File: src/hdr_cfg.svh
// hdr-ddr path configuration
`ifndef HDR_CFG_SVH
`define HDR_CFG_SVH

// bus and field widths
`define HDR_ADDR_W      12
`define HDR_DATA_W      16
`define HDR_CNT_W       4        // word count from 1 to 15
`define HDR_MODE_W      3
`define HDR_CODE_W      8

`define HDR_MEM_DEPTH   1024     // register file entries

// mode codes
`define HDR_MODE_DDR    3'd6

// register file map
`define HDR_DUMMY_ADDR  12'd450  // payload of the dummy ccc frame
`define HDR_IDLE_ADDR   12'd1000 // parked address while the strobe is low
`define HDR_CCC_BASE    12'd0
`define HDR_DDR_BASE    12'd64

// word preambles
`define HDR_PRE_CMD     2'b01
`define HDR_PRE_DATA    2'b10

`endif

File: src/hdr_pkg.sv
// hdr-ddr shared types
`include "hdr_cfg.svh"

package hdr_pkg;

  // sequencer state
  typedef enum logic [1:0] {
    ST_IDLE,
    ST_CCC,
    ST_DDR
  } hdr_state_e;

  // generator feeding the output
  typedef enum logic {
    PATH_DDR,
    PATH_CCC
  } hdr_path_e;

  // preamble and payload before parity
  typedef struct packed {
    logic [1:0]             preamble;
    logic [`HDR_DATA_W-1:0] data;
  } hdr_payload_t;

  // full 20-bit word as it leaves the path
  typedef struct packed {
    logic [1:0]             preamble;
    logic [`HDR_DATA_W-1:0] data;
    logic [1:0]             parity;  // {p1, p0}
  } hdr_word_t;

endpackage

File: src/hdr_parity_stage.sv
// hdr-ddr parity stage
`timescale 1ns/10ps
`include "hdr_cfg.svh"

module hdr_parity_stage (
  input  logic                   i_sys_clk,
  input  logic                   i_sys_rst_n,
  input  hdr_pkg::hdr_path_e     i_path_sel,
  input  logic                   i_ccc_valid,
  input  hdr_pkg::hdr_payload_t  i_ccc_payload,
  input  logic                   i_ddr_valid,
  input  hdr_pkg::hdr_payload_t  i_ddr_payload,
  output logic                   o_word_valid,
  output hdr_pkg::hdr_word_t     o_word
);

  import hdr_pkg::*;

  // ones on the odd bit positions
  localparam logic [`HDR_DATA_W-1:0] ODD_MASK = {(`HDR_DATA_W/2){2'b10}};

  hdr_payload_t sel_payload;
  logic         sel_valid;
  logic         p1;
  logic         p0;

  assign sel_valid   = (i_path_sel == PATH_CCC) ? i_ccc_valid : i_ddr_valid;
  assign sel_payload = (i_path_sel == PATH_CCC) ? i_ccc_payload : i_ddr_payload;

  assign p1 = ^(sel_payload.data & ODD_MASK);
  assign p0 = ~^(sel_payload.data & ~ODD_MASK);  // inverted even parity

  always_ff @(posedge i_sys_clk or negedge i_sys_rst_n) begin
    if (!i_sys_rst_n) o_word_valid <= 1'b0;
    else              o_word_valid <= sel_valid;
  end

  always_ff @(posedge i_sys_clk) begin
    if (sel_valid) o_word <= {sel_payload, p1, p0};
  end

  // the engine switches paths only between frames
  a_path_match: assert property (@(posedge i_sys_clk) disable iff (!i_sys_rst_n)
    !((i_path_sel == PATH_CCC) && i_ddr_valid) && !((i_path_sel == PATH_DDR) && i_ccc_valid));

endmodule

File: config.mk
export PLATFORM = sky130hd
export DESIGN_NAME = hdr_parity_stage
export DESIGN_NICKNAME = d
export VERILOG_FILES = /design/src/hdr_pkg.sv /design/src/hdr_parity_stage.sv
export VERILOG_INCLUDE_DIRS = /design/src /design/src/src
export SDC_FILE = /design/constraint.sdc
export NUM_CORES = 1
export LEC_CHECK = 0
export ABC_AREA = 1
export BUFFER_PORTS_ARGS = -buffer_cell sky130_fd_sc_hd__buf_4
export CAP_MARGIN = 15
export CORE_ASPECT_RATIO = 0.9
export CORE_UTILIZATION = 42
export CTS_CLUSTER_DIAMETER = 150
export CTS_CLUSTER_SIZE = 12
export DETAILED_ROUTE_END_ITERATION = 6
export MAX_ROUTING_LAYER = met4
export PLACE_DENSITY = 0.76
export SYNTH_ARGS = -nofsm -noshare
export SYNTH_HDL_FRONTEND = slang
export SYNTH_SLANG_ARGS = --single-unit
export TNS_END_PERCENT = 1
File: constraint.sdc
create_clock -name i_sys_clk -period 0.8 [get_ports i_sys_clk]
set_input_delay 0.04 -clock i_sys_clk [delete_from_list [all_inputs] [get_ports i_sys_clk]]
set_output_delay 0.04 -clock i_sys_clk [all_outputs]
set_load 0.02 [all_outputs]
# After elaboration in Yosys (flattened, before gate mapping)
# Cells that the tools add are included.
[word_totals]
regBits = 21
latchBits = 0
ramBits = 0
mem_bits_ro = 0
inputBits = 41
output_inout_bits = 21
elab_cells = 8
mem_count = 0
[op_classes]
add_sub_neg = 0
multipliers = 0
n_div = 0
order_cmp = 0
n_eq_ne = 0
shifts = 0
mux = 2
n_bitwise = 0
n_reduce_logical = 2
[op_table]
columns = ["op", "n"]
rows = [
  ["18-bit 2-to-1 mux", 1],
  ["16-bit XNOR reduction", 1],
  ["16-bit parity", 1],
  ["1-bit 2-to-1 mux", 1],
]

# Logic depth before layout (Yosys ltp)
[depth]
word_depth = 2
depth_mapped = 11
depth_no_buf = 10

# Worst setup path after synthesis
# OpenSTA, ideal clock, no wires.
[synth_timing]
path_kind = "input -> register"
startpoint = "input i_path_sel"
endpoint = "register o_word[0] (netlist bit) (enable)"
t_arrival_ps = 770
required_ps = 423
path_slack_ps = -347
path_stages = 4
n_path_buf = 1
cell_sequence = "inv_2 > buf_2 > nand2_1 > nand2_1"
[synth_between]
elab_chain_len = 1
[synth_lines]
columns = ["element", "line", "text"]
rows = [
  ["from (decl)", "hdr_parity_stage.sv:8", "input hdr_pkg::hdr_path_e i_path_sel,"],
  ["1-bit 2-to-1 mux", "hdr_parity_stage.sv:27", "assign sel_valid = (i_path_sel == PATH_CCC) ? i_ccc_valid : i_ddr_valid;"],
  ["via sel_valid", "hdr_parity_stage.sv:23", "logic sel_valid;"],
  ["to (signal assigned)", "hdr_parity_stage.sv:39", "if (sel_valid) o_word <= {sel_payload, p1, p0};"],
  ["to (decl)", "hdr_parity_stage.sv:14", "output hdr_pkg::hdr_word_t o_word"],
]
# The timed path passes the listed nets, and every way through them passes these cells.
# A chain may end at the register's enable or synchronous reset.

# Worst setup path in the final report
[layout_timing]
startpoint = "register o_word[2] (netlist bit)"
endpoint = "output o_word[2] (netlist bit)"
# No word-level cell between the ends.

==> flow_summary.ini <==
[yosys]
synth-compound-area-share = 0.01476
yosys_warnings = 0
synth-simple-area-share = 0.4161
yosysTopAreaCell = edfxtp_1
synth_seq_area_share = 0.4613
synthMuxAreaShare = 0
synth_fa_ha_area_frac = 0
synth.top_cell.area_share = 0.4428
ys_top_cells_by_area = edfxtp_1 44%, nand2_1 41%, inv_1 7.5%
syn_area_per_cell_um2 = 6.398
synth_xor_area_frac = 0
syn-cell-area_um2 = 1356
yosys_register_bits = 21
synthCells = 212
syn_nets = 253
synth_cell_types = 10
synth_top_family_by_area = simple AND/OR/NAND/NOR gates

[route]
drc_errors = 0
vias = 1410
vias_per_cell = 4.260
wl_per_cell_um = 9.218
routed_wl_um = 3051
ant_nets = 0
drtIter0Drc = 58
dr.pass1.iters = 4

[setup_path]
slowest_stage = edfxtp_1
path_buf_inv = 1
critical_path_required_ns = 0.76
path_cells = buf_6
cp-end-kind = output pin
path_max_fanout = 1
path_delay_family = flip-flops
cp-startpoint = o_word[2]
cpPeakStageDelay_ns = 0.42
crit_arrival_ns = 0.87
worstSetupPathType = reg2out
worstSetupStartpointType = flop

[global_routing]
grtUsageTotal = 0.1843
grt_pass1_wl_um = 4567
grt_pass1_vias = 1122
grt_max_degree = 32
grt_overflow = 0
antenna_found_initial = 0

[power_and_ir_drop]
p_clk_frac = 0.168
internal-power_mw = 2.150
p_comb_frac = 0.377
p_per_area_nw_per_um2 = 1425
swShare = 0.3102
seq_power_share = 0.455
finalPower_mw = 3.117
vdd_drop_max_mv = 0.7472
switching_power_mw = 0.9670
p_leak_nw = 1.242

[die]
die_width_um = 61.90
die_h_um = 55.91
core_area_um2 = 3067
io_pins = 62
dieArea_um2 = 3461
row_count = 19
start_util = 0.4423

[clock_tree]
cts-root-buf = clkbuf_4
cts_tree = done
cts_buffers = 3
cts_buffer_depth = 2
cts.sinks = 21
path_clk_slew_ns = 0.12
cts-htree-levels = 1

[placement]
io_buffers = 61
gp_congestion = 0.7813
hpwlAfterDp_um = 2289
pre_cts_ws_ns = -0.5113
placed_area_um2 = 1996

[sta]
worst_slack_ns = -0.1125
max_clock_freq_mhz = 1096
period_minus_slack_ns = 0.9125
relSlewSlack = 0.8275
holdWs_ns = 0.02886
finalMaxSlewViolations = 0
tightest_slew_ns = 0.2560
grt_setup_unrepaired = true
setup_viol = 22
period_share = 1.141
hold_viol = 0

[finish]
n_fill_cell = 252
area_growth_pct = 61.25
seq_area_um2 = 625.6
drive_gt1_frac = 0.3149
fin_area_um2 = 2187
num_antenna_cells = 0
multi_input_area_um2 = 610.6
layout.nets = 331

[worst_hold_path]
holdPathStages = 3
holdCritPathClass = in2reg
whs_endpoint = o_word[8]
min-delay-start = i_ddr_payload[6]

[run_status]
status = complete, but fails checks
failed_checks = negative setup slack

[job]
cap_violations = 0
[kinds of logic after synthesis]
family / count (synthesis)
buf+inv: 37
flops: 21
compound gates: 4
simple gates: 150
[Yosys cell counts (all sizes together)]
cell type and instances:
nand2 147, o21ai 4, buf 6, nor2 2, nand3 1, edfxtp 20, inv 31, dfrtp 1
[sequential cells by signal, indices dropped and copies added (netlist names)]
register	flops
o_word_valid	1
o_word	20
[layout make-up]
type                       instances  area share
timing repair buffer              79      0.3335
sequential                        21      0.2860
multi-input combinational        154      0.2792
inverter                          31     0.06522
tap                               42     0.02403
clock buffer                       4     0.01201
[stage by stage]
step,instances,utilization,setup TNS (ns)
3_3_place_gp,322,0.6508,-11.05
6_report,331,0.7132,-1.892
5_1_grt,331,0.7132,-2.890
4_1_cts,331,0.7001,-2.133
2_1_floorplan,212,-,-1.527
3_5_place_dp,322,0.6508,-11.72
[how the worst max path moves through the flow]
| stage | slack [ns] | endpoint | depth (start not counted) |
|---|---|---|---|
| 5_1_grt | -0.15 | o_word[2] | 1 |
| 6_report | -0.11 | o_word[2] | 1 |
| 4_1_cts | -0.13 | o_word[8] | 1 |
| 3_5_place_dp | -0.51 | o_word[1] | 10 |
| 3_3_place_gp | -0.46 | o_word[0] | 10 |
| 2_1_floorplan | -0.09 | o_word[1] | 11 |
[layout by cell type (no fill, tap or decap)]
cell             n
o21ai_1          1
buf_4           50
dfrtp_1          1
nand2_1        138
nor2_1           2
clkbuf_4         3
buf_12           2
inv_1           27
buf_16           1
nand2_2          9
clkinv_16        1
o21ai_0          2
inv_2            3
o21ai_2          1
clkbuf_1         1
buf_6           21
nand3_1          1
edfxtp_1        20
dlygate4sd3_1    5
[power groups by stage]
stage	Clock, mW	Combinational (mW)	Sequential [mW]
floorplan	0	0.411	1.59
CTS	0.545	1.16	1.42
global placement	0	1.05	1.42
global route	0.577	1.29	1.43
finish	0.522	1.18	1.42
detailed placement	0	1.07	1.42
[layer usage]
metal,routed length [um],part of all wire,GRT usage,vias to the layer above
li1,-,-,-,785
met4,37,0.012,0.06667,0
met2,1467,0.48,0.2919,44
met5,0,0,-,-
met1,1391,0.46,0.2312,577
met3,155,0.051,0.03488,4
[repair_timing]
item / 4_1_cts / 5_1_grt
endpoints found under the setup margin: 43 / 23
pin swaps: 0 / 0
gates resized for setup: 20 / 8
cloned: 0 / 0
hold buffers: 5 / 0
buffers inserted: 0 / 0
hold endpoints to repair: 3 / 0
Power figures use the tool's default switching activity.
