==> config.mk <==
export PLATFORM = sky130hd
export DESIGN_NAME = hdr_engine
export DESIGN_NICKNAME = d
export VERILOG_FILES = /design/src/hdr_pkg.sv /design/src/hdr_engine.sv
export VERILOG_INCLUDE_DIRS = /design/src /design/src/src
export SDC_FILE = /design/constraint.sdc
export NUM_CORES = 1
export LEC_CHECK = 0
export CORE_MARGIN = 2
export CORE_UTILIZATION = 52
export CTS_CLUSTER_DIAMETER = 50
export DETAILED_ROUTE_END_ITERATION = 6
export DONT_BUFFER_PORTS = 1
export PLACE_DENSITY = 0.67
export SYNTH_ARGS = -nofsm -noshare
export SYNTH_HDL_FRONTEND = slang
export SYNTH_SLANG_ARGS = --single-unit
==> constraint.sdc <==
create_clock -name i_sys_clk -period 3.6 [get_ports i_sys_clk]
set_input_delay 0.72 -clock i_sys_clk [delete_from_list [all_inputs] [get_ports i_sys_clk]]
set_output_delay 0.72 -clock i_sys_clk [all_outputs]
set_load 0.005 [all_outputs]
==> src/hdr_cfg.svh <==
// hdr-ddr path configuration
`ifndef HDR_CFG_SVH
`define HDR_CFG_SVH

// bus and field widths
`define HDR_ADDR_W      12
`define HDR_DATA_W      16
`define HDR_CNT_W       4        // word count from 1 to 15
`define HDR_MODE_W      3
`define HDR_CODE_W      8

`define HDR_MEM_DEPTH   1024     // register file entries

// mode codes
`define HDR_MODE_DDR    3'd6

// register file map
`define HDR_DUMMY_ADDR  12'd450  // payload of the dummy ccc frame
`define HDR_IDLE_ADDR   12'd1000 // parked address while the strobe is low
`define HDR_CCC_BASE    12'd0
`define HDR_DDR_BASE    12'd64

// word preambles
`define HDR_PRE_CMD     2'b01
`define HDR_PRE_DATA    2'b10

`endif

==> src/hdr_pkg.sv <==
// hdr-ddr shared types
`include "hdr_cfg.svh"

package hdr_pkg;

  // sequencer state
  typedef enum logic [1:0] {
    ST_IDLE,
    ST_CCC,
    ST_DDR
  } hdr_state_e;

  // generator feeding the output
  typedef enum logic {
    PATH_DDR,
    PATH_CCC
  } hdr_path_e;

  // preamble and payload before parity
  typedef struct packed {
    logic [1:0]             preamble;
    logic [`HDR_DATA_W-1:0] data;
  } hdr_payload_t;

  // full 20-bit word as it leaves the path
  typedef struct packed {
    logic [1:0]             preamble;
    logic [`HDR_DATA_W-1:0] data;
    logic [1:0]             parity;  // {p1, p0}
  } hdr_word_t;

endpackage

==> src/hdr_engine.sv <==
// hdr sequencer
`timescale 1ns/10ps
`include "hdr_cfg.svh"

module hdr_engine (
  input  logic                    i_sys_clk,
  input  logic                    i_sys_rst_n,
  input  logic                    i_hdr_en,
  input  logic                    i_cp,
  input  logic                    i_toc,
  input  logic [`HDR_MODE_W-1:0]  i_mode,
  input  logic [`HDR_CNT_W-1:0]   i_word_cnt,
  input  logic [`HDR_CODE_W-1:0]  i_ccc_code,
  input  logic                    i_ccc_done,
  input  logic                    i_ddr_done,
  output logic                    o_ccc_en,
  output logic                    o_ddr_en,
  output logic                    o_dummy,
  output logic [`HDR_CNT_W-1:0]   o_word_cnt,
  output logic [`HDR_CODE_W-1:0]  o_ccc_code,
  output hdr_pkg::hdr_path_e      o_path_sel,
  output logic                    o_hdr_done
);

  import hdr_pkg::*;

  hdr_state_e             state;
  logic                   toc_q;
  logic [`HDR_MODE_W-1:0] mode_q;
  logic                   launch;     // enable goes high next cycle
  logic                   frame_done;
  logic                   exit_now;
  logic                   restart;
  logic                   sample_cfg;

  assign frame_done = ((state == ST_CCC) && i_ccc_done) || ((state == ST_DDR) && i_ddr_done);
  assign exit_now   = toc_q || (mode_q != `HDR_MODE_DDR);
  assign restart    = i_hdr_en && frame_done && !o_dummy && !exit_now;
  assign sample_cfg = ((state == ST_IDLE) && i_hdr_en) || restart;

  // configuration sampled at start and at every restart
  always_ff @(posedge i_sys_clk or negedge i_sys_rst_n) begin
    if (!i_sys_rst_n) begin
      toc_q      <= 1'b0;
      mode_q     <= `HDR_MODE_DDR;
      o_word_cnt <= '0;
      o_ccc_code <= '0;
    end else if (sample_cfg) begin
      toc_q      <= i_toc;
      mode_q     <= i_mode;
      o_word_cnt <= i_word_cnt;
      o_ccc_code <= i_ccc_code;
    end
  end

  always_ff @(posedge i_sys_clk or negedge i_sys_rst_n) begin
    if (!i_sys_rst_n) begin
      state      <= ST_IDLE;
      launch     <= 1'b0;
      o_ccc_en   <= 1'b0;
      o_ddr_en   <= 1'b0;
      o_dummy    <= 1'b0;
      o_path_sel <= PATH_DDR;
      o_hdr_done <= 1'b0;
    end else begin
      o_hdr_done <= 1'b0;
      launch     <= 1'b0;
      if (state == ST_IDLE) begin
        if (i_hdr_en) begin              // first frame starts right away
          state      <= i_cp ? ST_CCC : ST_DDR;
          o_ccc_en   <= i_cp;
          o_ddr_en   <= !i_cp;
          o_path_sel <= i_cp ? PATH_CCC : PATH_DDR;
        end
      end else if (!i_hdr_en) begin      // abort without a done pulse
        state    <= ST_IDLE;
        o_ccc_en <= 1'b0;
        o_ddr_en <= 1'b0;
        o_dummy  <= 1'b0;
      end else if (frame_done) begin
        o_ccc_en <= 1'b0;                // low for a cycle so the next frame sees an edge
        o_ddr_en <= 1'b0;
        if (o_dummy) begin
          o_dummy    <= 1'b0;
          state      <= ST_DDR;
          o_path_sel <= PATH_DDR;
          launch     <= 1'b1;
        end else if (exit_now) begin
          o_hdr_done <= 1'b1;
          state      <= ST_IDLE;
        end else begin
          launch <= 1'b1;
          if (i_cp) begin
            state      <= ST_CCC;
            o_path_sel <= PATH_CCC;
          end else if (state == ST_CCC) begin
            o_dummy <= 1'b1;             // ccc to ddr goes through the dummy frame first
          end else begin
            state      <= ST_DDR;
            o_path_sel <= PATH_DDR;
          end
        end
      end else if (launch) begin
        o_ccc_en <= (state == ST_CCC);
        o_ddr_en <= (state == ST_DDR);
      end
    end
  end

  a_one_path: assert property (@(posedge i_sys_clk) disable iff (!i_sys_rst_n)
    !(o_ccc_en && o_ddr_en));

  a_done_pulse: assert property (@(posedge i_sys_clk) disable iff (!i_sys_rst_n)
    o_hdr_done |=> !o_hdr_done);

endmodule

; Word-level counts from Yosys, hierarchy flattened
; Index checks and enable logic that the tools add are counted.
[totals]
word_cells = 84
out_inout_bits = 17
in_bits = 22
register_bits = 24
[op_classes]
bitwise_logic = 1
n_eq_ne = 10
reduce_logical = 18
muxes = 44
[ops]
columns = operator, count
row1 = two-way mux 1 bit, 35
row2 = two-way mux 2 bit, 9
row3 = logical AND 1 bit, 6
row4 = inequality test 6 x 5 -> 1 bit (second input constant), 1
row5 = inequality test 4 x 1 -> 1 bit (second input constant), 1
row6 = inequality test 4 x 3 -> 1 bit (second input constant), 1
row7 = AND reduction 2 bit, 2
row8 = AND reduction 4 bit, 1
row9 = logical NOT 1 bit, 3
row10 = logical OR 1 bit, 3
row11 = inequality test 3 x 1 -> 1 bit (second input constant), 1
row12 = inequality test 3 x 2 -> 1 bit (second input constant), 1
row13 = inequality test 3 bit (second input constant), 1
row14 = AND reduction 3 bit, 1
row15 = == test 2 x 1 -> 1 bit (second input constant), 1
row16 = == test 2 bit (second input constant), 1
row17 = logical NOT 2 bit, 1
row18 = inequality test 2 x 1 -> 1 bit (second input constant), 1
row19 = inequality test 2 bit (second input constant), 1
row20 = nonzero test 2 bit, 1
row21 = inverter 1 bit, 1

; Depth between registers and ports, before layout
[logic_depth]
word_depth = 8
mapped_depth = 5
ltp_nobuf = 4

; Worst setup path after synthesis
; Ideal clock, no wire load.
[synth_timing]
path_kind = input-to-reg
startpoint = in i_hdr_en
endpoint = reg o_ccc_code[1]
arrival_time_ns = 1.687
setup_ns = 0.125
stages = 5
n_path_buf = 1
setup_slack_ns = 1.787
required_time_ns = 3.475
path_cell_list = nor4bb_2 a22oi_2 nand2_4 buf_12 mux2_4
[synth_between]
elab_chain_cells = 4
elab_cells_between_ends = 5
classes_between = reduce/logical (5)
[synth_rtl]
columns = element, line
row1 = from (decl), hdr_engine.sv:8  ; input logic i_hdr_en,
row2 = logical AND 1 bit (3 in series), hdr_engine.sv:38  ; assign restart = i_hdr_en && frame_done && !o_dummy && !exit_now;
row3 = logical OR 1 bit *, hdr_engine.sv:39  ; assign sample_cfg = ((state == ST_IDLE) && i_hdr_en) || restart;
row4 = to (signal assigned), hdr_engine.sv:52  ; o_ccc_code <= i_ccc_code;
row5 = to (decl), hdr_engine.sv:20  ; output logic [`HDR_CODE_W-1:0] o_ccc_code,
; Mark *: on every way between the ends. The rest lies on a longest branch, timed or not.
; A chain may end at the register's enable or synchronous reset.

; Final worst setup path
[layout_timing]
startpoint = reg state[0]
endpoint = reg o_word_cnt[0]
[layout_between]
elab_chain_cells = 7
elab_cells_between_ends = 11
classes_between = eq/ne (2) / reduce/logical (9)
[layout_rtl]
columns = element, line
row1 = from (decl), hdr_engine.sv:27  ; hdr_state_e state;
row2 = from (signal assigned), hdr_engine.sv:70  ; state <= i_cp ? ST_CCC : ST_DDR;
row3 = == test 2 x 1 -> 1 bit or == test 2 bit (tied branches), hdr_engine.sv:36  ; assign frame_done = ((state == ST_CCC) && i_ccc_done) || ((state == ST_DDR) && i_ddr_done);
row4 = logical AND 1 bit, hdr_engine.sv:36
row5 = logical OR 1 bit, hdr_engine.sv:36
row6 = logical AND 1 bit (3 in series), hdr_engine.sv:38
row7 = logical OR 1 bit *, hdr_engine.sv:39
row8 = to (signal assigned), hdr_engine.sv:51  ; o_word_cnt <= i_word_cnt;
row9 = to (decl), hdr_engine.sv:19  ; output logic [`HDR_CNT_W-1:0] o_word_cnt,
; Marks and branches as above.

==> reports/metrics.cfg <==
[run_status]
outcome=completed

[synthesis]
synth-edff-count=0
ys_top_cells_by_area=dfrtp_1, mux2_4, mux2_1, dfstp_2, nand3b_1
synth_top_area_cell=dfrtp_1
synth_ff_type=dfrtp_1
ys.warnings.count=0
ys_top_cells_by_count=dfrtp_1, mux2_4, mux2_1
yosysMostFrequentCell=dfrtp_1
synth_top_area_share_pct=45.74
syn_area_per_cell_um2=12.54
netlist_instances=96
synth_seq_area_share_pct=50.10
ys_types=33
ys_seq_elements=24
synth.net_count=118
synthArstFlopShare_pct=100.0
netlist_area_um2=1204

[pwr]
leakage_uw=0.0005400
p_sw_share_pct=26.11
peakVddDrop_v=0.0002893
power_switching_uw=191.5
clkPwrFrac_pct=26.9
cell_internal_pwr_uw=542.0
seq_power_share_pct=53.5
power-per-cell-area_nw_per_um2=584.5
comb_power_share_pct=19.6

[clocking]
clk_path_buf_depth=2
cts.sinks=24
cts_tree=built
clk_pin_slew_worst_paths_ps=140
post_cts_buffers=0
cts_hold_buf=0
htreeDepth=1
clk_latency_ps=320
ctsResizeCount=0
cts-buffers-inserted=3
cts_root_buf=clkbuf_4

[timing]
hold_viol=0
rsz0062_at_grt=false
finalCritPeriodShare_pct=50.79
fmax_mhz=547.0
period_needed_ps=1828
worst_pin_slew_ps=494.9
finalMaxSlewViolations=0
setup_viol=0
skew_ps=5.298
max-slew-margin-rel_pct=66.91
tns_ps=0

[finish]
drive_gt1_share_pct=20.00
antenna_cells=0
layout.nets=118
area_growth_pct=4.262
utilization_pct=57.28

[global_routing]
grt_pass1_wl_um=3456
grt_pass1_vias=708
grt_overflow=0
grt_max_degree=25
antenna_found_initial=0
grt_usage_pct=17.82

[routing]
first_pass_iters=4
vias=759
drc=0
totalWireLength_um=2186
viasPerCell=6.171
ant_nets=0
drtIter0Drc=24
wl_per_cell_um=17.77

[floorplan]
io_pins=39
num_rows=17
die_area_um2=2715
die_h_um=52.11
start_util_pct=54.94
die_w_um=52.11
core_um2=2191

[hold_path]
hold_path_class=input port to asynchronous set/reset pin

[critical_path]
critPathKind=flip-flop to flip-flop
r2r_start=state[0]
crit_path_start=state[0]
worst_ep_arrival_time_ps=2050
required_ps=3820
endpoint_kind=flip-flop
critPathLaunchType=flip-flop
path_max_fanout=16

[job]
max_cap_viol_count=0

[placement]
portBuffers=0
globalplace.congestion=0.8207
hpwl_um=1451

## through the flow
stage	cells	total power [uW]	setup slack (ps)	instance area (um^2)	hold slack [ps]
2_1_floorplan	96	523.2	1787	1204	424.4
3_3_place_gp	119	537.7	1748	1202	424.9
3_5_place_dp	119	542.3	1647	1202	424.9
4_1_cts	123	741.6	1750	1255	58.49
5_1_grt	123	769.3	1660	1255	45.33
6_report	123	733.5	1772	1255	69.58
## worst max-delay path, stage by stage (launching register included)
cell and delay [ps]:
dfrtp_1 570, nor4bb_2 400, a22oi_2 150, nand2_4 250
mux2_1 360
## cells by family (layout without fill, tap and decap cells)
logic type             count (synthesis)  after routing  synth area share [%]
flip-flops                            24             24                 50.10
multiplexers                          17             17                 18.71
AND/OR/NAND/NOR                       30             30                 15.49
AO/OA/AOI/OAI                         19             19                 12.37
buffers and inverters                  6              5                 3.326
## path summary, 6_finish.rpt
check                                      to  slack (ps)  depth (start not counted)
worst max-delay path            o_word_cnt[0]        1770                          4
worst min-delay path            o_ccc_code[0]          70                          0
worst max register to register  o_word_cnt[0]        1770                          4
worst min register to register      mode_q[0]         500                          1
max in group asynchronous           mode_q[1]        3360                          0
min in group i_sys_clk               state[1]         460                          1
## layout by cell type, fill, tap and decap left out
cell type / n
dfrtp_1: 22
mux2_4: 9
mux2_1: 8
nand2_1: 7
nor2_1: 6
nand3b_1: 4
nand2b_1: 4
a21oi_1: 4
clkbuf_4: 3
nor2b_1: 2
a22oi_1: 2
o21ai_0: 2
o2bb2ai_1: 2
dfstp_2: 2
and4bb_4: 1
nor3_1: 1
nand4b_1: 1
nor4bb_2: 1
a22oi_2: 1
nand2_4: 1
a21bo_1: 1
inv_1: 1
nand3_1: 1
o32ai_1: 1
o22a_1: 1
nor3b_1: 1
a2bb2o_1: 1
o221ai_1: 1
o311ai_1: 1
a21boi_1: 1
o221a_1: 1
bufinv_16: 1
## state kept, by name, indices dropped and copies added, names as in the netlist
register,flops
state,2
toc_q,1
o_path_sel,1
o_hdr_done,1
o_dummy,1
o_ccc_en,1
o_word_cnt,4
o_ddr_en,1
launch,1
mode_q,3
o_ccc_code,8
## metal layers
layer	vias up	wire (um)	track usage [%]	share of wire [%]
li1	348	-	-	-
met1	370	968	25.98	44
met2	36	980	23.42	45
met3	5	192	5.460	8.8
met4	0	44	9.211	2.0
met5	-	0	0	0
## power by group through the flow
stage | Sequential (uW) | Clock [uW] | Combinational [uW]
after detailed placement | 398 | 0 | 144
final | 393 | 197 | 144
after floorplan | 379 | 0 | 144
after global placement | 397 | 0 | 140
after CTS | 394 | 202 | 145
after global routing | 403 | 210 | 156
## cell type report
cell class / instances / area, um^2
Clock inverter: 1 / 30.03
Fill cell: 177 / 935.9
Clock buffer: 3 / 22.52
Tap cell: 28 / 35.03
Inverter: 1 / 3.754
Multi-Input combinational cell: 66 / 560.5
Sequential cell: 24 / 603.1
No activity file was read; power rests on OpenSTA's default activity.
