## config.mk

```make
export PLATFORM = sky130hd
export DESIGN_NAME = ccc_frame_gen
export DESIGN_NICKNAME = d
export VERILOG_FILES = /design/src/hdr_pkg.sv /design/src/ccc_frame_gen.sv
export VERILOG_INCLUDE_DIRS = /design/src /design/src/src
export SDC_FILE = /design/constraint.sdc
export NUM_CORES = 1
export LEC_CHECK = 0
export BUFFER_PORTS_ARGS = -buffer_cell sky130_fd_sc_hd__buf_2
export CORE_MARGIN = 1
export CORE_UTILIZATION = 55
export DETAILED_ROUTE_END_ITERATION = 8
export PLACE_DENSITY = 0.83
export SYNTH_ARGS = -nofsm -noshare
export SYNTH_HDL_FRONTEND = slang
export SYNTH_SLANG_ARGS = --single-unit
```

## constraint.sdc

```tcl
create_clock -name i_sys_clk -period 2.54 [get_ports i_sys_clk]
set_clock_uncertainty 0.15 [all_clocks]
set_input_delay 0.254 -clock i_sys_clk [delete_from_list [all_inputs] [get_ports i_sys_clk]]
set_output_delay 0.254 -clock i_sys_clk [all_outputs]
set_load 0.01 [all_outputs]
```

## src/hdr_cfg.svh

```systemverilog
// hdr-ddr path configuration
`ifndef HDR_CFG_SVH
`define HDR_CFG_SVH

// bus and field widths
`define HDR_ADDR_W      12
`define HDR_DATA_W      16
`define HDR_CNT_W       4        // word count from 1 to 15
`define HDR_MODE_W      3
`define HDR_CODE_W      8

`define HDR_MEM_DEPTH   1024     // register file entries

// mode codes
`define HDR_MODE_DDR    3'd6

// register file map
`define HDR_DUMMY_ADDR  12'd450  // payload of the dummy ccc frame
`define HDR_IDLE_ADDR   12'd1000 // parked address while the strobe is low
`define HDR_CCC_BASE    12'd0
`define HDR_DDR_BASE    12'd64

// word preambles
`define HDR_PRE_CMD     2'b01
`define HDR_PRE_DATA    2'b10

`endif

```

## src/hdr_pkg.sv

```systemverilog
// hdr-ddr shared types
`include "hdr_cfg.svh"

package hdr_pkg;

  // sequencer state
  typedef enum logic [1:0] {
    ST_IDLE,
    ST_CCC,
    ST_DDR
  } hdr_state_e;

  // generator feeding the output
  typedef enum logic {
    PATH_DDR,
    PATH_CCC
  } hdr_path_e;

  // preamble and payload before parity
  typedef struct packed {
    logic [1:0]             preamble;
    logic [`HDR_DATA_W-1:0] data;
  } hdr_payload_t;

  // full 20-bit word as it leaves the path
  typedef struct packed {
    logic [1:0]             preamble;
    logic [`HDR_DATA_W-1:0] data;
    logic [1:0]             parity;  // {p1, p0}
  } hdr_word_t;

endpackage

```

## src/ccc_frame_gen.sv

```systemverilog
// ccc frame generator
`timescale 1ns/10ps
`include "hdr_cfg.svh"

module ccc_frame_gen (
  input  logic                    i_sys_clk,
  input  logic                    i_sys_rst_n,
  input  logic                    i_en,
  input  logic                    i_dummy,
  input  logic [`HDR_CNT_W-1:0]   i_word_cnt,
  input  logic [`HDR_CODE_W-1:0]  i_ccc_code,
  input  logic [`HDR_DATA_W-1:0]  i_rd_data,
  output logic                    o_rd_en,
  output logic [`HDR_ADDR_W-1:0]  o_rd_addr,
  output logic                    o_valid,
  output hdr_pkg::hdr_payload_t   o_payload,
  output logic                    o_done
);

  logic                   en_d;
  logic                   start;
  logic                   busy;     // data reads still to issue
  logic [`HDR_CNT_W-1:0]  left;
  logic [`HDR_ADDR_W-1:0] ptr;
  logic                   iss_vld;
  logic                   iss_cmd;
  logic                   iss_last;
  logic                   ret_vld;  // lines up with read data
  logic                   ret_cmd;
  logic                   ret_last;

  assign start = i_en && !en_d;

  always_ff @(posedge i_sys_clk or negedge i_sys_rst_n) begin
    if (!i_sys_rst_n) begin
      en_d      <= 1'b0;
      busy      <= 1'b0;
      left      <= '0;
      ptr       <= `HDR_CCC_BASE;
      iss_vld   <= 1'b0;
      iss_cmd   <= 1'b0;
      iss_last  <= 1'b0;
      o_rd_en   <= 1'b0;
      o_rd_addr <= `HDR_IDLE_ADDR;
    end else begin
      en_d      <= i_en;
      iss_vld   <= 1'b0;
      iss_cmd   <= 1'b0;
      iss_last  <= 1'b0;
      o_rd_en   <= 1'b0;
      o_rd_addr <= `HDR_IDLE_ADDR;
      if (!i_en) begin
        busy <= 1'b0;
      end else if (start && i_dummy) begin   // single dummy word
        o_rd_en   <= 1'b1;
        o_rd_addr <= `HDR_DUMMY_ADDR;
        iss_vld   <= 1'b1;
        iss_last  <= 1'b1;
      end else if (start) begin              // command slot needs no read
        iss_vld  <= 1'b1;
        iss_cmd  <= 1'b1;
        iss_last <= (i_word_cnt == '0);
        busy     <= (i_word_cnt != '0);
        left     <= i_word_cnt;
        ptr      <= `HDR_CCC_BASE;
      end else if (busy) begin
        o_rd_en   <= 1'b1;
        o_rd_addr <= ptr;
        iss_vld   <= 1'b1;
        iss_last  <= (left == 1);
        ptr       <= ptr + 1'b1;
        left      <= left - 1'b1;
        busy      <= (left != 1);
      end
    end
  end

  always_ff @(posedge i_sys_clk or negedge i_sys_rst_n) begin
    if (!i_sys_rst_n) begin
      ret_vld  <= 1'b0;
      ret_cmd  <= 1'b0;
      ret_last <= 1'b0;
      o_valid  <= 1'b0;
      o_done   <= 1'b0;
    end else begin
      ret_vld  <= iss_vld && i_en;
      ret_cmd  <= iss_cmd;
      ret_last <= iss_last;
      o_valid  <= ret_vld && i_en;           // flush in-flight words on abort
      o_done   <= ret_vld && ret_last && i_en;
    end
  end

  always_ff @(posedge i_sys_clk) begin
    if (ret_vld) begin
      o_payload.preamble <= ret_cmd ? `HDR_PRE_CMD : `HDR_PRE_DATA;
      o_payload.data     <= ret_cmd ? {i_ccc_code, 8'h00} : i_rd_data;
    end
  end

endmodule

```

Word-level counts from Yosys, hierarchy flattened

Cells that the tools add are included.

Register bits: 57
Bits in latches: 0
Bits in writable memories: 0
Bits in read-only memories: 0
Bits of input ports: 32
Output and inout bits: 33
Word-level logic and storage cells: 62
Memories: 0

Add/subtract/negate cells: 2
$mul: 0
Divide/modulo/power cells: 0
Magnitude comparators: 0
Equality and inequality tests: 3
Shifts and indexed selects: 0
Multiplexer cells: 28
Bitwise logic cells: 1
Reduce and logical (&&, ||, !) cells: 11

Operators with widths:

| operator                | number |
|---|---|
| $mux W12                | 6 |
| $mux W1                 | 18 |
| $mux W16                | 1 |
| $add A12 B1 Y12 const B | 1 |
| $mux W4                 | 2 |
| $logic_and A1 B1 Y1     | 6 |
| $eq A4 B1 Y1 const B    | 1 |
| $logic_not A4 Y1        | 1 |
| $ne A4 B1 Y1 const B    | 1 |
| $reduce_bool A4 Y1      | 1 |
| $sub A4 B1 Y4 const B   | 1 |
| $reduce_and A3 Y1       | 1 |
| $mux W2                 | 1 |
| $ne A2 B2 Y1 const B    | 1 |
| $reduce_bool A2 Y1      | 1 |
| $logic_not A1 Y1        | 1 |
| $not A1 Y1              | 1 |

Logic depth before layout (Yosys ltp)

Gate-level depths: netlist of run 1.

Depth after elaboration: 5
Depth in mapped cells: 6

Worst setup path before layout of run 1

Ideal clock, no wire load.

Path type: register -> register
Start: register en_d
End: register ptr[11]
Data arrival time: 1438 ps
Required time: 2313 ps
Slack: 874 ps
Cell stages (with the launch flop): 6
Period minus slack after synthesis: 1666 ps
Cell sequence: dfrtp_1 > buf_4 > and2b_4 > nor3_2 > or4b_1 > a21oi_1

Word-level cells in the longest chain between the ends: 5
Elaborated cells on any way between the ends: 7

RTL lines:

| item                        | line                | RTL |
|---|---|---|
| start: declaration          | ccc_frame_gen.sv:20 | `logic en_d;` |
| start signal: assignment    | ccc_frame_gen.sv:46 | `en_d <= i_en;` |
| $logic_not A1 Y1 *          | ccc_frame_gen.sv:32 | `assign start = i_en && !en_d;` |
| $logic_and A1 B1 Y1 *       | ccc_frame_gen.sv:32 |  |
| $logic_and A1 B1 Y1         | ccc_frame_gen.sv:54 | `end else if (start && i_dummy) begin` |
| $not A1 Y1 (no line)        | -                   |  |
| $reduce_and A3 Y1 (no line) | -                   |  |
| end signal: assignment      | ccc_frame_gen.sv:39 | `` ptr <= `HDR_CCC_BASE; `` |
| end signal: assignment      | ccc_frame_gen.sv:65 | `` ptr <= `HDR_CCC_BASE; `` |
| end signal: assignment      | ccc_frame_gen.sv:71 | `ptr <= ptr + 1'b1;` |
| end: declaration            | ccc_frame_gen.sv:24 | `` logic [`HDR_ADDR_W-1:0] ptr; `` |

Every way passes the cells marked *; elsewhere a longest branch is shown, timed or not.
A chain may end at the register's enable or synchronous reset.

Worst setup path after layout of run 1

Start: register en_d
End: register o_rd_addr[4]

Word-level cells in the longest chain between the ends: 5
Elaborated cells on any way between the ends: 6

RTL lines:

| item                                                   | line                                     | RTL |
|---|---|---|
| $logic_not A1 Y1 *                                     | ccc_frame_gen.sv:32                      |  |
| $logic_and A1 B1 Y1 *                                  | ccc_frame_gen.sv:32                      |  |
| $mux W12 / $logic_and A1 B1 Y1 (equally long branches) | ccc_frame_gen.sv:59, ccc_frame_gen.sv:54 |  |
| $mux W12 *                                             | ccc_frame_gen.sv:54                      |  |
| $mux W12 *                                             | ccc_frame_gen.sv:52                      | `if (!i_en) begin` |
| end signal: assignment                                 | ccc_frame_gen.sv:51                      | `` o_rd_addr <= `HDR_IDLE_ADDR; `` |
| end signal: assignment                                 | ccc_frame_gen.sv:56                      | `` o_rd_addr <= `HDR_DUMMY_ADDR; `` |
| end signal: assignment                                 | ccc_frame_gen.sv:68                      | `o_rd_addr <= ptr;` |
| end: declaration                                       | ccc_frame_gen.sv:14                      | `` output logic [`HDR_ADDR_W-1:0] o_rd_addr, `` |

Marks and branches as above.

==> reports/metrics.yaml, run 1 <==
worst_setup_path:
  r2r_slack_ns: 0.57
  path_buf_inv: 0
  slowest_stage: "dfrtp_1"
  cp.required_ns: 2.65
  critPathTopFamily: "simple AND/OR/NAND/NOR gates"
  path_cells: "nand2b_1 -> nand3_1 -> nor2_1 -> and2_1"
  crit_arrival_ns: 2.08
  cp.depth: 4
  endpoint_kind: "register"
  r2r_end: "o_rd_addr[4]"
  r2r_start: "en_d"
  critPathKind: "reg2reg"
  critPathLaunchType: "register"
  worst_path_largest_cell_delay_ns: 0.51
  worst-path-max-fanout: 10
  worst_r2r_path_depth: 4
yosys:
  yosys_warnings: 0
  synthesis.nets: 227
  ys_seq_elements: 57
  syn_inst: 192
  synth_area_um2: 2390
  synth_flop_cell: "dfrtp_1"
  ys_async_sr_fraction: 0.684
  avgSynthCellArea_um2: 12.4
  synth.distinct_cells: 45
  synth_edf_count: 18
  yosysSeqAreaShare: 0.638
sta:
  finalMaxSlewViolations: 0
  timing.slew.headroom: 0.441
  rsz0062_at_grt: "false"
  finalSetupViolCount: 0
  finalWorstSetupSlack_ns: 0.572
  period_minus_slack_ns: 1.97
  hold_violations: 0
  max_slew.worst_pin.slew_ns: 0.838
  timing.fmax_mhz: 508
  fin_crit_sh: 0.775
  fin_tns_setup_ns: 0
grt:
  antenna_found_initial: 0
  grt_pass1_vias: 1529
  grt_first_pass_wirelength_mm: 7.07
  grt_usage: 0.221
  gr-total-overflow: 0
  grt_max_degree: 40
cells_and_area:
  antenna_cells: 0
  area_growth_syn_to_layout_pct: 22.9
  fillers: 280
  drive_above_1_share: 0.380
  design_area_um2: 2940
  final_util: 0.719
  final_common_cell: "buf_2"
  nets: 296
  final_cell_mix: "buf_2, dfrtp_1, edfxtp_1"
worst_hold_path:
  holdPathStages: 1
  min_from: "i_en"
  hold_end: "en_d"
  min_path_type: "in2reg"
clock_tree:
  cts_buffers: 9
  insertion_delay_ns: 0.33
  cts_root_buf: "clkbuf_8"
  path_clk_slew_ns: 0.07
  post_cts_buffers: 0
  clock_sinks: 57
  htree_num_levels: 3
  tritoncts: "done"
  clk_path_buf_depth: 2
placement:
  place_ws_ns: 0.604
  hpwl_mm: 3.23
  place_area_um2: 2740
  io_buffer_count: 64
  routabilityCongestion: 0.802
floorplanning:
  fp-row-count: 23
  dieArea_um2: 4610
  coreArea_um2: 4090
  io_pins: 65
  die_w_um: 67.9
  initial_utilization: 0.585
  die_h_um: 67.9
detailed_routing:
  drt_iter0_drc: 112
  wirelength_mm: 4.59
  ant_nets: 0
  wl_per_cell_um: 14.5
  firstDrtPassIters: 4
  viasPerCell: 5.34
  num_vias: 1686
  drc: 0
power_and_ir_drop:
  leakagePower_nw: 1.34
  total_power_mw: 2.16
  power_density_nw_per_um2: 735
  peakVddDrop_v: 0.000568
run:
  cap_violations: 0
run_status:
  status: "finished, final reports clean"
cell usage after synthesis, types with 2 or more instances:
cell type | number | share of area
a21oi_1 | 7 | 0.015
xnor2_1 | 3 | 0.011
and2_1 | 8 | 0.021
or3_1 | 4 | 0.010
mux2_2 | 8 | 0.038
mux2i_1 | 3 | 0.013
nor2b_1 | 9 | 0.024
ha_1 | 3 | 0.016
buf_4 | 2 | 0.0063
nor4_1 | 2 | 0.0052
or2_1 | 3 | 0.0079
nand4_1 | 3 | 0.0079
o21ai_0 | 10 | 0.021
inv_1 | 6 | 0.0094
edfxtp_1 | 18 | 0.23
nand2_1 | 12 | 0.019
clkbuf_1 | 5 | 0.0079
dfstp_2 | 6 | 0.066
dfrtp_1 | 33 | 0.35
nand2b_1 | 3 | 0.0079
nor2_1 | 16 | 0.025
nand3_1 | 5 | 0.010
layer usage:
layer | wire, um | track usage
met1 | 1960 | 0.269
met3 | 352 | 0.0617
met2 | 2160 | 0.351
met4 | 122 | 0.128
met5 | 0 | 0
cell families (layout without fill, tap and decap cells):
group,Yosys count,count (layout),synth area share
simple gates,76,76,0.187
flops,57,57,0.638
compound gates,27,27,0.0691
buf+inv,14,88,0.0257
mux,11,11,0.0503
xor+xnor,4,4,0.0147
fa+ha+maj,3,3,0.0157
state kept, by name, summed over array words and instances, names as in the netlist:
register,cells
ret_last,1
ptr,12
iss_cmd,1
iss_vld,1
busy,1
en_d,1
o_rd_addr,12
o_done,1
o_valid,1
o_payload,18
o_rd_en,1
ret_vld,1
left,4
iss_last,1
ret_cmd,1
how the worst max path moves through the flow:
stage / slack (ns) / startpoint / to
global placement: 0.74 / i_en / ptr[11]
floorplan: 0.87 / en_d / ptr[11]
CTS: 0.55 / en_d / o_rd_addr[4]
global route: 0.43 / en_d / o_rd_addr[4]
detailed placement: 0.60 / en_d / o_rd_addr[4]
finish: 0.57 / en_d / o_rd_addr[4]
area by class of cell:
type	instances	area, um^2	area share
sequential	57	1520	0.519
inverter	6	22.5	0.00767
clock buffer	10	128	0.0434
timing repair buffer	66	338	0.115
multi-input combinational	121	805	0.274
clock inverter	6	58.8	0.0200
tap	50	62.6	0.0213
worst register-to-register path, stage by stage (launching register included):
cell and delay [ns]:
dfrtp_1 0.51, nand2b_1 0.30, nand3_1 0.33, nor2_1 0.42, and2_1 0.20
timing repair:
action,in CTS,in global routing
resized for setup,0,0
hold buffers,1,0
endpoints found under the hold margin,33,0
power breakdown:
group | internal, mW | leakage [nW] | switching, mW
clock | 0.446 | 0.0897 | 0.355
sequential | 1.03 | 0.669 | 0.0683
combinational | 0.124 | 0.584 | 0.134
through the flow:
stage / instances / hold slack [ns]
2_1_floorplan: 192 / -0.192
3_3_place_gp: 299 / 0.183
3_5_place_dp: 299 / 0.194
4_1_cts: 316 / 0.0382
5_1_grt: 316 / 0.0502
6_report: 316 / 0.0468
(Power assumes the default switching activity.)
==> inputs of run 2 (changes only) <==
--- a/config.mk
+++ b/config.mk
@@ -8,9 +8,9 @@
 export LEC_CHECK = 0
 export BUFFER_PORTS_ARGS = -buffer_cell sky130_fd_sc_hd__buf_2
 export CORE_MARGIN = 1
-export CORE_UTILIZATION = 55
+export CORE_UTILIZATION = 51
 export DETAILED_ROUTE_END_ITERATION = 8
-export PLACE_DENSITY = 0.83
+export PLACE_DENSITY = 0.78
 export SYNTH_ARGS = -nofsm -noshare
 export SYNTH_HDL_FRONTEND = slang
 export SYNTH_SLANG_ARGS = --single-unit
==> constraint.sdc (replaced) <==
create_clock -name i_sys_clk -period 1.9 [get_ports i_sys_clk]
set_clock_uncertainty 0.15 [all_clocks]
set_input_delay 0.19 -clock i_sys_clk [delete_from_list [all_inputs] [get_ports i_sys_clk]]
set_output_delay 0.19 -clock i_sys_clk [all_outputs]
set_load 0.01 [all_outputs]
==> run 2 against run 1 <==
Setup slack got worse by 0.45 ns. Sequential share of layout area decreased by 2.0 points. Critical endpoint is now ptr[11]. Largest power group unchanged. Cell count up 5.1%. Critical path depth unchanged. Count of clock-buffer cells in the layout is 1 lower. Die area rose by 7.6%. Fmax rose by 11%. Clock power grew 13%.
==> reports/metrics.yaml, run 2 (same netlist as run 1, synthesis figures left out) <==
run_status:
  status: "finished, final reports clean"
worst_setup_path:
  endpoint_kind: "register"
  critPathTopFamily: "simple AND/OR/NAND/NOR gates"
  crit_arrival_ns: 1.87  # -0.21 ns
  worst_path_largest_cell_delay_ns: 0.47  # -0.04 ns
  path_cells: "and2b_4 -> nor3_2 -> or4b_1 -> a21oi_1"
  slowest_stage: "dfrtp_1"
  worst-path-max-fanout: 10  # unchanged
  critPathLaunchType: "register"
  cp.required_ns: 2.00  # -0.65 ns
  critPathKind: "reg2reg"
  path_buf_inv: 0  # unchanged
clock_tree:
  path_clk_slew_ns: 0.06  # about the same
  post_cts_buffers: 0  # unchanged
  clock_sinks: 57  # unchanged
  cts_buffers: 9  # unchanged
  insertion_delay_ns: 0.33  # about the same
  htree_num_levels: 3  # unchanged
  clk_path_buf_depth: 2  # unchanged
  cts_root_buf: "clkbuf_8"
  tritoncts: "done"
sta:
  holdWs_ns: 0.0175  # -0.0292 ns
  period_minus_slack_ns: 1.77  # -0.195 ns
  fin_crit_sh: 0.933  # +0.158
  finalSetupViolCount: 0  # unchanged
  max_slew.worst_pin.slew_ns: 0.470  # -0.368 ns
  hold_violations: 0  # unchanged
  timing.fmax_mhz: 564  # +11%
  finalMaxSlewViolations: 0  # unchanged
  fin_tns_setup_ns: 0  # unchanged
  rsz0062_at_grt: "false"
  timing.slew.headroom: 0.686  # +0.244
  finalWorstSetupSlack_ns: 0.127  # -0.445 ns
detailed_routing:
  wl_per_cell_um: 14.5  # -0.20%
  viasPerCell: 5.16  # -3.2%
  wirelength_mm: 4.82  # +4.9%
  firstDrtPassIters: 4  # unchanged
  num_vias: 1714  # +1.7%
  drc: 0  # unchanged
  drt_iter0_drc: 98  # -13%
  ant_nets: 0  # unchanged
power_and_ir_drop:
  switchingPower_mw: 0.732  # +31%
  power_density_nw_per_um2: 903  # +23%
  intPower_mw: 2.02  # +26%
  p_clk_frac: 0.330  # -0.041
  peakVddDrop_v: 0.000642  # +13%
  leakagePower_nw: 1.40  # +4.5%
  combPwrFrac: 0.139  # +0.019
  seqPwrFrac: 0.531  # +0.021
  total_power_mw: 2.76  # +28%
  switching_share: 0.266  # +0.00734
cells_and_area:
  antenna_cells: 0  # unchanged
  nets: 310  # +4.7%
  drive_above_1_share: 0.386  # +0.00602
  top_regs: "o_payload (18), o_rd_addr (12), ptr (12)"
  regMostFlops: "o_payload"
  final_common_cell: "buf_2"
  largest_reg_flops: 18  # unchanged
  final_util: 0.692  # -0.0273
  final_cell_mix: "buf_2, dfrtp_1, edfxtp_1"
  area_growth_syn_to_layout_pct: 27.7
placement:
  place_ws_ns: 0.101  # -0.502 ns
  io_buffer_count: 64  # unchanged
  hpwl_mm: 3.25  # +0.53%
  routabilityCongestion: 0.815  # +1.6%
worst_hold_path:
  min_path_type: "in2reg"
grt:
  grt_max_degree: 21  # -48%
  antenna_found_initial: 0  # unchanged
  grt_first_pass_wirelength_mm: 7.67  # +8.5%
  gr-total-overflow: 0  # unchanged
  grt_pass1_vias: 1659  # +8.5%
  grt_usage: 0.210  # -0.0114
run:
  cap_violations: 0  # unchanged
floorplanning:
  io_pins: 65  # unchanged
  initial_utilization: 0.541  # -0.0434
  die_h_um: 70.5  # +3.7%
  coreArea_um2: 4410  # +8.0%
  fp-row-count: 24  # +4.3%
  die_w_um: 70.5  # +3.7%
  dieArea_um2: 4960  # +7.6%
==> run 2: cell types whose count changed in the layout (fill, tap and decap cells not counted), sizes merged <==
cell         previous run  this run
buf                    65        72
dlygate4sd3             1         8
clkinv                  3         6
bufinv                  1         0
clkbuf                 10         9
clkinvlp                2         1
==> run 2: final timing paths <==
kind                               from            to  slack (ns)  depth (start not counted)
setup / recovery                   en_d       ptr[11]        0.13                          4
hold / removal             i_rd_data[9]  o_payload[9]        0.02                          2
setup reg to reg                   en_d       ptr[11]        0.13                          4
hold reg to reg                iss_last      ret_last        0.21                          0
max in group asynchronous   i_sys_rst_n       o_valid        0.94                          3
min in group asynchronous   i_sys_rst_n        ptr[4]        0.20                          2
==> run 2: metrics by stage <==
| stage | area, um^2 | instances |
|---|---|---|
| 6_report | 3050 | 332 |
| 4_1_cts | 3050 | 332 |
| 3_3_place_gp | 2810 | 308 |
| 5_1_grt | 3050 | 332 |
| 3_5_place_dp | 2810 | 308 |
| 2_1_floorplan | 2390 | 192 |
==> run 2: per-layer routing <==
| layer | GRT usage | vias to the layer above | routed length (um) |
|---|---|---|---|
| li1 | - | 834 | - |
| met1 | 0.259 | 809 | 2070 |
| met2 | 0.332 | 63 | 2330 |
| met3 | 0.0606 | 8 | 324 |
| met4 | 0.111 | 0 | 85 |
| met5 | 0 | - | 0 |
==> run 2: what timing repair did <==
action	CTS	global route
hold endpoints to repair	21	0
setup endpoints to repair	0	10
hold buffers	8	0
resized for setup	0	1
==> run 2: layout make-up <==
class	instances	area [um^2]
Sequential cell	57	1520
Fill cell	319	1360
Multi-Input combinational cell	121	807
Timing Repair Buffer	80	473
Clock buffer	9	124
Tap cell	52	65.1
Clock inverter	7	37.5
Inverter	6	22.5
==> run 2: power by group through the flow <==
stage / registers [mW] / logic [mW] / clock network, mW
2_1_floorplan: 1.48 / 0.222 / 0
3_3_place_gp: 1.48 / 0.357 / 0
3_5_place_dp: 1.48 / 0.371 / 0
4_1_cts: 1.46 / 0.386 / 0.930
5_1_grt: 1.48 / 0.436 / 0.988
6_report: 1.46 / 0.384 / 0.908
